**src/hdl/soc_pkg.sv**
```systemverilog
package soc_pkg;

    localparam int addr_w = 32;
    localparam int data_w = 32;
    localparam int id_w = 4;

    localparam logic [id_w-1:0] fetch_id = 4'h1;
    localparam logic [id_w-1:0] lsu_id = 4'h2;

    // mtime low word, high word at +4.
    localparam logic [addr_w-1:0] clint_base = 32'h0200_0000;

    localparam logic [1:0] resp_okay = 2'b00;

    typedef union packed {
        logic [63:0] count;
        struct packed {
            logic [31:0] hi;
            logic [31:0] lo;
        } half;
    } clint_time_t;

endpackage

```
**src/hdl/fetch_unit.sv**
```systemverilog
`timescale 1ns/1ps

module fetch_unit (
    input  logic clk,
    input  logic rst,
    input  logic fetch_req,
    input  logic [soc_pkg::addr_w-1:0] fetch_pc,
    output logic fetch_done,
    output logic [soc_pkg::data_w-1:0] fetch_inst,
    output logic fetch_busy,
    output logic ifu_arvalid,
    input  logic ifu_arready,
    output logic [soc_pkg::addr_w-1:0] ifu_araddr,
    output logic [soc_pkg::id_w-1:0] ifu_arid,
    input  logic ifu_rvalid, ifu_rlast,
    output logic ifu_rready,
    input  logic [soc_pkg::data_w-1:0] ifu_rdata,
    input  logic [1:0] ifu_rresp,
    input  logic [soc_pkg::id_w-1:0] ifu_rid
);

    logic r_beat;

    assign r_beat = ifu_rvalid && ifu_rready;
    assign ifu_arid = soc_pkg::fetch_id;
    assign ifu_rready = 1'b1;

    always_ff @(posedge clk or posedge rst) begin
        if (rst) begin
            fetch_busy <= 1'b0;
            fetch_done <= 1'b0;
            ifu_arvalid <= 1'b0;
        end else begin
            fetch_done <= r_beat;
            if (fetch_req && !fetch_busy) begin
                fetch_busy <= 1'b1;
                ifu_arvalid <= 1'b1;
            end else if (ifu_arvalid && ifu_arready) begin
                ifu_arvalid <= 1'b0;
            end else if (r_beat) begin
                fetch_busy <= 1'b0;
            end
        end
    end

    always_ff @(posedge clk) begin
        if (fetch_req && !fetch_busy) begin
            ifu_araddr <= {fetch_pc[soc_pkg::addr_w-1:2], 2'b00}; // word aligned.
        end
        if (r_beat) begin
            fetch_inst <= ifu_rdata;
        end
    end

    // arbiter only routes r to the granted master, and the id comes back from the slave.
    assert property (@(posedge clk) disable iff (rst)
        ifu_rvalid |-> fetch_busy && !ifu_arvalid && ifu_rlast &&
                       ifu_rid == soc_pkg::fetch_id && ifu_rresp == soc_pkg::resp_okay);

endmodule

```
**config.mk**
```make
export PLATFORM = sky130hd
export DESIGN_NAME = fetch_unit
export DESIGN_NICKNAME = d
export VERILOG_FILES = /design/src/hdl/soc_pkg.sv /design/src/hdl/fetch_unit.sv
export SDC_FILE = /design/constraint.sdc
export NUM_CORES = 1
export LEC_CHECK = 0
export ABC_CLOCK_PERIOD_IN_PS = 1480
export BUFFER_PORTS_ARGS = -buffer_cell sky130_fd_sc_hd__buf_2
export CAP_MARGIN = 40
export CORE_AREA = 8 8 99 74
export CTS_CLUSTER_DIAMETER = 50
export DETAILED_ROUTE_END_ITERATION = 8
export DIE_AREA = 0 0 107 82
export GPL_TIMING_DRIVEN = 0
export PLACE_DENSITY_LB_ADDON = 0.3
export SETUP_SLACK_MARGIN = 0.1
export SYNTH_ARGS = -nofsm -noshare
export SYNTH_HDL_FRONTEND = slang
export SYNTH_SLANG_ARGS = --single-unit
```
**constraint.sdc**
```tcl
create_clock -name clk -period 1.48 [get_ports clk]
set_input_delay 0.296 -clock clk [delete_from_list [all_inputs] [get_ports clk]]
set_output_delay 0.296 -clock clk [all_outputs]
set_load 0.02 [all_outputs]
```
==> results of run 1 <==
## what timing repair did
| action | 4_1_cts | 5_1_grt |
|---|---|---|
| buffers inserted | 0 | 0 |
| hold endpoints to repair | 3 | 0 |
| hold buffers | 1 | 0 |
| gates resized for setup | 1 | 0 |
| endpoints found under the setup margin | 30 | 0 |
## logic make-up (layout without fill, tap and decap cells)
| group | Yosys count | in the layout | synth area share (%) |
|---|---|---|---|
| flip-flops | 65 | 65 | 95.2 |
| buffers and inverters | 9 | 157 | 2.95 |
| AND/OR/NAND/NOR | 3 | 4 | 0.799 |
| other | 2 | 7 | 0.369 |
| AO/OA/AOI/OAI | 2 | 2 | 0.677 |
## sequential cells by signal, indices dropped and copies added (netlist names)
| name | flops |
|---|---|
| fetch_inst | 32 |
| ifu_araddr | 30 |
| fetch_busy | 1 |
| fetch_done | 1 |
| ifu_arvalid | 1 |
## final timing paths
kind / end / depth (start not counted) / slack (ns) / start
worst min register to register: ifu_arvalid$_DFFE_PP0P_ / 1 / 0.51 / ifu_arvalid$_DFFE_PP0P_
min in group asynchronous: fetch_done$_DFF_PP0_ / 3 / 0.37 / rst
worst min-delay path: ifu_araddr[30]$_DFFE_PP_ / 1 / 0.13 / fetch_pc[30]
max in group asynchronous: fetch_busy$_DFFE_PP0P_ / 3 / 0.97 / rst
worst max-delay path: fetch_busy / 1 / 0.18 / fetch_busy$_DFFE_PP0P_
worst max register to register: ifu_araddr[28]$_DFFE_PP_ / 1 / 0.22 / fetch_busy$_DFFE_PP0P_
## power by group through the flow
stage          logic (mW)  clock network, mW  registers [mW]
2_1_floorplan      0.0732                  0            2.47
3_3_place_gp        0.525                  0            2.27
3_5_place_dp        0.533                  0            2.28
4_1_cts             0.543               1.80            2.25
5_1_grt             0.569               1.87            2.26
6_report            0.533               1.75            2.24
## layout make-up
type                    instances  area [um2]
fillers                       523        2850
plain buffers                   7        52.6
clock inverters                 6         106
inverters                       2        7.51
flip-flops and latches         65        1940
repair buffers                132         666
clock buffers                  10         128
well taps                      78        97.6
multi-input cells              13        75.1
## Yosys cell counts
master     n
dfrtp_1    3
nor2b_2    1
inv_1      2
a21o_1     1
nand2_1    1
buf_4      7
nor2_1     1
a31oi_1    1
edfxtp_1  62
conb_1     2
## routing by layer
layer,global-route usage (%),routed length [um],vias to the layer above,part of all wire (%)
li1,-,-,594,-
met1,11.4,1850,624,35
met2,20.7,2960,56,55
met3,5.72,447,11,8.4
met4,6.71,85,0,1.6
met5,0,0,-,0
## stage by stage
stage / util [%] / setup slack [ns] / instances / power (mW)
3_3_place_gp: 47.5 / -0.0113 / 295 / 2.79
6_report: 51.9 / 0.185 / 313 / 4.53
2_1_floorplan: - / 0.110 / 86 / 2.55
3_5_place_dp: 47.5 / -0.0494 / 295 / 2.81
5_1_grt: 51.9 / 0.133 / 313 / 4.70
4_1_cts: 51.9 / 0.158 / 313 / 4.59
==> run_results.csv, run 1 <==
group,metric,value,unit
global_route,grt_usage,11.8,%
cts,insertion_delay,0.33,ns
worst_setup_path,cp_slowest_cell,"dfrtp_2",
layout,final_cell_mix,"buf_2, edfxtp_1, clkbuf_8, buf_4, conb_1",
yosys,ys_top_cells_by_area,"edfxtp_1, dfrtp_1, buf_4",
placed_design,placed_cell_area,0.00281,mm2
sta,setup_tns,0,ns
global_route,grt_overflow,0,
routing,drt_pass1_iterations,4,
power_and_ir_drop,clkPwrFrac,38.7,%
sta,post-route-period-util,87.5,%
yosys,yosys_register_bits,65,
cts,clk_pin_slew,0.07,ns
cts,cts.path.max_buffers,2,
worst_setup_path,worstPathMaxFanout,5,
global_route,antenna_found_initial,0,
power_and_ir_drop,power_density,1470,mW/mm2
placed_design,routabilityCongestion,0.689,
sta,setup_viol,0,
power_and_ir_drop,switchingPower,1.04,mW
routing,drtIter0Drc,33,
sta,finClkSkew,0.00459,ns
worst_setup_path,cpPeakStageDelay,0.47,ns
routing,routed_via_density,4.11,
sta,rsz0062_at_grt,"false",
power_and_ir_drop,p_int,3.49,mW
sta,final_hold_viol_count,0,
worst_hold_path,worstHoldPathType,"input port to flop",
routing,antenna_left,0,
layout,final_cell_area,0.00307,mm2
cts,h-tree-depth,3,
power_and_ir_drop,pwr-share-seq,49.6,%
floorplanning,die_h,82,um
floorplanning,dieArea,0.00877,mm2
yosys,yosys.area.top_type,"edfxtp_1",
yosys,avgSynthCellArea,25.1,um2
global_route,grt_pass1_vias,1372,
sta,worstMarginPinSlew,0.749,ns
routing,drc,0,
placed_design,port_buffers,131,
worst_setup_path,start_kind,"flop",
global_route,grt_max_degree,35,
layout,num_antenna_cells,0,
sta,finalCriticalPeriod,1.30,ns
floorplanning,ios,148,
yosys,syn_inst,81,
run_status,status,"finished clean",
floorplanning,die_w,107,um
worst_setup_path,crit_path_end_kind,"output pin",
layout,layout_commonest_cell,"buf_2",
worst_setup_path,worstSetupPathType,"flop to output pin",
power_and_ir_drop,pwr-share-comb,11.8,%
power_and_ir_drop,swShare,23.0,%
cts,tritoncts,"yes",
yosys,synth_top_area_share,91.5,%
floorplanning,num_rows,24,
global_route,grt_pass1_wl,7390,um
sta,slew_violations,0,
routing,wl_per_cell,17.1,um
yosys,yosysSeqAreaShare,95.2,%
floorplanning,initial_core_util,34.4,%
placed_design,dpl.hpwl,4030,um
power_and_ir_drop,p_leak,1.36,nW
floorplanning,coreArea,0.00592,mm2
worst_setup_path,path_cells,"buf_2",
yosys,syn_area,0.00203,mm2
worst_setup_path,cp.arrival,1.00,ns
routing,vias,1285,
cts,cts_sinks,65,
yosys,synth.distinct_cells,10,
layout,drive_above_1_share,65.5,%
cts,root_buffer,"clkbuf_8",
routing,routed_wl,5340,um
flow_run,maxCapViolations,0,
layout,area_delta_synth_final,50.9,%
yosys,ys_warn_count,0,
worst_setup_path,timing.critical_path.buf_inv,1,
worst_setup_path,critPathTopFamily,"flip-flops",
sta,slew_headroom,50.1,%
cts,numCtsBuffers,9,
worst_setup_path,crit_required,1.18,ns
layout,fin_nets,306,
sta,fmax,772,MHz
power_and_ir_drop,ir_worst_vdd,0.000572,V
sta,holdWs,0.131,ns
(Power assumes the default switching activity.)
==> run 2, diff against run 1 <==
CTS_CLUSTER_SIZE = 8   (was unset)
PLACE_DENSITY = 0.79   (was unset)
PLACE_DENSITY_LB_ADDON = unset   (was 0.3)
RECOVER_POWER = 100   (was unset)
==> run_results.csv, run 2 (same netlist as run 1, synthesis figures left out) <==
group,metric,value,unit
worst_setup_path,start_kind,"flop",
layout,fin_nets,306,
sta,slew_headroom,44.6,%
power_and_ir_drop,p_leak,1.15,nW
cts,tritoncts,"yes",
floorplanning,coreArea,0.00592,mm2
worst_setup_path,startpoint,"fetch_busy$_DFFE_PP0P_",
worst_setup_path,critPathTopFamily,"flip-flops",
placed_design,place_ws,-0.0293,ns
cts,cts_setup_buffers,0,
routing,drt_pass1_iterations,4,
routing,drtIter0Drc,46,
layout,top_register,"fetch_inst",
placed_design,dpl.hpwl,3960,um
placed_design,routabilityCongestion,0.667,
sta,worstMarginPinSlew,0.831,ns
power_and_ir_drop,power_density,1390,mW/mm2
layout,area_delta_synth_final,44.3,%
worst_setup_path,timing.critical_path.buf_inv,1,
floorplanning,num_rows,24,
routing,antenna_left,0,
worst_setup_path,cp.arrival,1.03,ns
flow_run,maxCapViolations,0,
floorplanning,die_h,82,um
floorplanning,dieArea,0.00877,mm2
sta,rsz0062_at_grt,"false",
layout,reg_top3,"fetch_inst: 32 flops, ifu_araddr: 30 flops",
sta,finClkSkew,0.00150,ns
worst_setup_path,cpPeakStageDelay,0.45,ns
layout,layout_commonest_cell,"clkbuf_1",
placed_design,port_buffers,131,
routing,routed_wl,5190,um
layout,largest_register_ffs,32,
routing,drc,0,
sta,final_hold_viol_count,0,
run_status,status,"finished clean",
sta,post-route-period-util,89.3,%
cts,cts_sinks,65,
sta,setup_viol,0,
cts,numCtsBuffers,9,
cts,insertion_delay,0.32,ns
global_route,grt_overflow,0,
layout,num_antenna_cells,0,
power_and_ir_drop,ir_worst_vdd,0.000709,V
worst_setup_path,rr_startpoint,"fetch_busy$_DFFE_PP0P_",
cts,cts.path.max_buffers,2,
global_route,grt_use_met3,5.64,%
sta,fin_ws,0.158,ns
power_and_ir_drop,p_total,4.08,mW
global_route,grt-busiest-layer,"met2",
global_route,grt_max_degree,35,
routing,routed_via_density,4.01,
routing,wl_per_cell,16.6,um
global_route,grt_usage,11.4,%
layout,final_cell_mix,"clkbuf_1, buf_2, edfxtp_1, clkbuf_8",
global_route,antenna_found_initial,0,
routing,vias,1256,
worst_hold_path,worstHoldPathType,"input port to flop",
cts,h-tree-depth,3,
cts,clk_pin_slew,0.06,ns
sta,slew_violations,0,
floorplanning,die_w,107,um
layout,fillCellCount,548,
global_route,grt_pass1_vias,1444,
global_route,grt_use_met2,20.0,%
worst_setup_path,path_cells,"clkbuf_1",
floorplanning,ios,148,
worst_setup_path,cp_slowest_cell,"dfrtp_2",
worst_setup_path,worstSetupPathType,"flop to output pin",
global_route,grt_pass1_wl,7390,um
worst_setup_path,worstPathMaxFanout,5,
sta,finalCriticalPeriod,1.32,ns
worst_hold_path,hp-start,"ifu_rdata[24]",
sta,fmax,757,MHz
worst_setup_path,crit_required,1.18,ns
layout,drive_above_1_share,37.4,%
global_route,met1_usage,11.5,%
cts,root_buffer,"clkbuf_8",
worst_setup_path,crit_path_end_kind,"output pin",
floorplanning,initial_core_util,34.4,%
run 2: changes by cell type in the layout (fill, tap and decap cells not counted):
| cell | delta |
|---|---|
| clkbuf_1 | +68 |
| buf_2 | -66 |
| clkinv_4 | -1 |
| clkbuf_2 | +1 |
| bufinv_16 | -3 |
| clkbuf_8 | +3 |
| clkinv_1 | -2 |
run 2: repair_timing:
item	4_1_cts	5_1_grt
gates resized for setup	1	0
endpoints found under the setup margin	30	0
endpoints found under the hold margin	3	0
hold buffers	1	0
run 2: final cells by class:
cell class | instances | area [um2] | share of cell area [%]
plain buffers | 7 | 52.6 | 1.79
inverters | 2 | 7.51 | 0.256
clock buffers | 16 | 180 | 6.14
multi-input cells | 13 | 75.1 | 2.56
repair buffers | 132 | 584 | 19.9
well taps | 78 | 97.6 | 3.32
flip-flops and latches | 65 | 1940 | 66.0
run 2: path summary, 6_finish.rpt:
kind,endpoint,slack (ns),depth (start not counted)
worst max register to register,ifu_araddr[19]$_DFFE_PP_,0.24,1
worst min register to register,ifu_arvalid$_DFFE_PP0P_,0.51,1
max in group asynchronous,fetch_busy$_DFFE_PP0P_,0.95,3
worst min-delay path,fetch_inst[24]$_DFFE_PP_,0.14,1
min in group asynchronous,ifu_arvalid$_DFFE_PP0P_,0.39,3
worst max-delay path,fetch_busy,0.16,1
run 2: stage by stage:
| stage | instance area (um2) | hold WS (ns) | utilization [%] | cells | TNS, ns |
|---|---|---|---|---|---|
| floorplan | 2060 | 0.0496 | - | 86 | 0 |
| global placement | 2810 | 0.163 | 47.5 | 295 | 0 |
| detailed placement | 2810 | 0.165 | 47.5 | 295 | -0.818 |
| CTS | 3020 | 0.115 | 51.0 | 313 | 0 |
| global route | 2940 | 0.108 | 49.6 | 313 | 0 |
| finish | 2940 | 0.140 | 49.6 | 313 | 0 |
run 2: metal layers:
| metal | routed length [um] | part of all wire (%) |
|---|---|---|
| met5 | 0 | 0 |
| met4 | 71 | 1.4 |
| met3 | 408 | 7.9 |
| met2 | 2870 | 55 |
| met1 | 1840 | 35 |
run 2: power by group:
part           internal, mW  switching (mW)  total [mW]
combinational         0.143           0.348       0.491
sequential             2.20          0.0536        2.25
clock                 0.749           0.593        1.34
==> run 3, diff against run 2 <==
ABC_AREA = 1   (was unset)
==> run_results.csv, run 3 <==
group,metric,value,unit
cts,tritoncts,"yes",
worst_setup_path,worstSetupPathType,"flop to output pin",
global_route,antenna_found_initial,0,
power_and_ir_drop,clkPwrFrac,35.6,%
sta,setup_viol,0,
cts,root_buffer,"clkbuf_8",
yosys,ys_top_cells_by_area,"edfxtp_1, dfrtp_1, buf_4",
worst_setup_path,crit_path_end_kind,"output pin",
worst_setup_path,path_cells,"clkbuf_1",
routing,drc,0,
yosys,synth_common_cells,"edfxtp_1, buf_4, nand2_1",
floorplanning,ios,148,
power_and_ir_drop,p_leak,1.17,nW
worst_setup_path,critPathTopFamily,"flip-flops",
worst_setup_path,r2r_cells,3,
power_and_ir_drop,p_int,3.31,mW
power_and_ir_drop,switchingPower,1.08,mW
yosys,avgSynthCellArea,24.2,um2
power_and_ir_drop,swShare,24.6,%
power_and_ir_drop,pwr-share-seq,51.8,%
worst_setup_path,cp_slowest_cell,"dfrtp_1",
yosys,synth.distinct_cells,7,
floorplanning,dieArea,0.00877,mm2
layout,multi_input_area,52.6,um2
worst_setup_path,crit_required,1.18,ns
routing,routed_wl,5160,um
routing,drt_pass1_iterations,4,
worst_setup_path,crit_cells,1,
routing,drtIter0Drc,35,
global_route,grt_usage,11.2,%
yosys,synthArstFlopShare,4.62,%
yosys,synthFlopType,"edfxtp_1",
layout,reg_top3,"fetch_inst: 32 flops, ifu_araddr: 30 flops",
floorplanning,die_w,107,um
sta,rsz0062_at_grt,"false",
cts,numCtsBuffers,9,
layout,fillCellCount,537,
run_status,status,"finished clean",
yosys,yosysMostFrequentCell,"edfxtp_1",
routing,wl_per_cell,16.3,um
cts,insertion_delay,0.32,ns
sta,post-route-period-util,85.6,%
yosys,syn_area,0.00204,mm2
power_and_ir_drop,ir_worst_vdd,0.000612,V
floorplanning,die_h,82,um
worst_setup_path,rr_startpoint,"fetch_busy$_DFFE_PP0P_",
floorplanning,coreArea,0.00592,mm2
sta,fmax,789,MHz
yosys,synth_edf_count,62,
placed_design,place_ws,-0.0321,ns
worst_setup_path,timing.critical_path.buf_inv,1,
cts,cts_sinks,65,
sta,worstMarginPinSlew,0.810,ns
routing,antenna_left,0,
yosys,yosysSeqAreaShare,95.1,%
floorplanning,initial_core_util,34.4,%
yosys,yosys.area.top_type,"edfxtp_1",
worst_hold_path,worstHoldPathType,"input port to flop",
worst_setup_path,cpPeakStageDelay,0.38,ns
worst_setup_path,cp-endpoint,"ifu_arvalid",
cts,cts_setup_buffers,0,
sta,slew_headroom,46.0,%
power_and_ir_drop,power_density,1480,mW/mm2
yosys,yosys_register_bits,65,
worst_setup_path,reg2reg_slack,0.26,ns
sta,fin_ws,0.213,ns
layout,final_cell_mix,"clkbuf_1, buf_2, edfxtp_1, clkbuf_8",
floorplanning,num_rows,24,
global_route,grt_overflow,0,
worst_setup_path,startpoint,"ifu_arvalid$_DFFE_PP0P_",
global_route,grt_max_degree,35,
sta,final_hold_viol_count,0,
layout,fin_nets,309,
cts,clk_pin_slew,0.07,ns
global_route,grt_pass1_wl,7290,um
cts,h-tree-depth,3,
yosys,syn_inst,84,
layout,area_delta_synth_final,45.5,%
layout,top_register,"fetch_inst",
global_route,grt_pass1_vias,1389,
sta,finalCriticalPeriod,1.27,ns
sta,setup_tns,0,ns
sta,finClkSkew,0.00449,ns
worst_setup_path,r2r-end,"ifu_araddr[2]$_DFFE_PP_",
yosys,synth_top_area_share,91.5,%
power_and_ir_drop,pwr-share-comb,12.7,%
layout,drive_above_1_share,38.7,%
yosys,ys_warn_count,0,
layout,num_antenna_cells,0,
worst_setup_path,worstPathMaxFanout,3,
placed_design,routabilityCongestion,0.706,
layout,seqCellArea,0.00194,mm2
placed_design,port_buffers,131,
sta,slew_violations,0,
flow_run,maxCapViolations,0,
cts,cts.path.max_buffers,2,
worst_setup_path,start_kind,"flop",
placed_design,placed_cell_area,0.00282,mm2
routing,routed_via_density,4.09,
layout,layout_commonest_cell,"clkbuf_1",
layout,final_cell_area,0.00296,mm2
routing,vias,1294,
worst_setup_path,cp.arrival,0.97,ns
layout,largest_register_ffs,32,
-- run 3: cell count changes in the layout (fill, tap and decap cells not counted) --
| cell | delta |
|---|---|
| bufinv_16 | +2 |
| clkinv_2 | +3 |
| a31oi_1 | -1 |
| clkbuf_1 | -3 |
| a21o_1 | -1 |
| inv_1 | +1 |
| nor2b_4 | -2 |
| o21ai_0 | +1 |
| clkbuf_8 | -3 |
| clkinvlp_4 | +3 |
| nor2_1 | -1 |
| nand2_2 | +1 |
| nand2_1 | +3 |
-- run 3: area by class of cell --
cell class	count	area share (%)
inverter	4	0.634
multi-input combinational	13	1.77
timing repair buffer	132	19.7
clock buffer	10	4.31
timing repair inverter	1	0.253
sequential	65	65.4
clock inverter	6	2.79
buffer	7	1.77
tap	78	3.30
-- run 3: logic make-up after synthesis --
kind of cell | share of synthesized area, %
DFF | 95.1
other | 0.369
and+or+nand+nor | 0.922
AOI/OAI and AO/OA | 0.246
buffers and inverters | 3.32
-- run 3: metal layers --
layer | GRT usage, % | wire, um
met4 | 5.31 | 99
met5 | 0 | 0
met1 | 10.9 | 1870
met3 | 5.80 | 455
met2 | 19.8 | 2740
-- run 3: through the flow --
stage               hold WS, ns  std cells  utilization [%]  total power, mW
detailed placement        0.170        298             47.6             2.91
floorplan                0.0496         89                -             2.62
global placement          0.160        298             47.6             2.89
global route              0.112        316             50.1             4.59
CTS                       0.124        316             51.4             4.50
finish                    0.142        316             50.1             4.39
-- run 3: worst min-delay path by stage --
stage | from | to | slack [ns] | cells after the start
5_1_grt | fetch_pc[16] | ifu_araddr[16]$_DFFE_PP_ | 0.11 | 1
4_1_cts | fetch_pc[11] | ifu_araddr[11]$_DFFE_PP_ | 0.12 | 1
3_3_place_gp | rst | fetch_done$_DFF_PP0_ | 0.16 | 2
3_5_place_dp | rst | ifu_arvalid$_DFFE_PP0P_ | 0.17 | 2
6_report | fetch_pc[11] | ifu_araddr[11]$_DFFE_PP_ | 0.14 | 1
2_1_floorplan | rst | fetch_done$_DFF_PP0_ | 0.05 | 1
-- run 3: power by group through the flow --
| stage | registers [mW] | logic, mW | clock network (mW) |
|---|---|---|---|
| after detailed placement | 2.31 | 0.603 | 0 |
| after global routing | 2.29 | 0.597 | 1.70 |
| after global placement | 2.30 | 0.593 | 0 |
| after floorplan | 2.53 | 0.0889 | 0 |
| final | 2.27 | 0.557 | 1.56 |
| after CTS | 2.27 | 0.614 | 1.62 |
-- run 3: what timing repair did --
item                       CTS  global route
hold endpoints to repair     3             0
setup endpoints to repair   30             0
gates resized for setup      1             0
hold buffers                 1             0
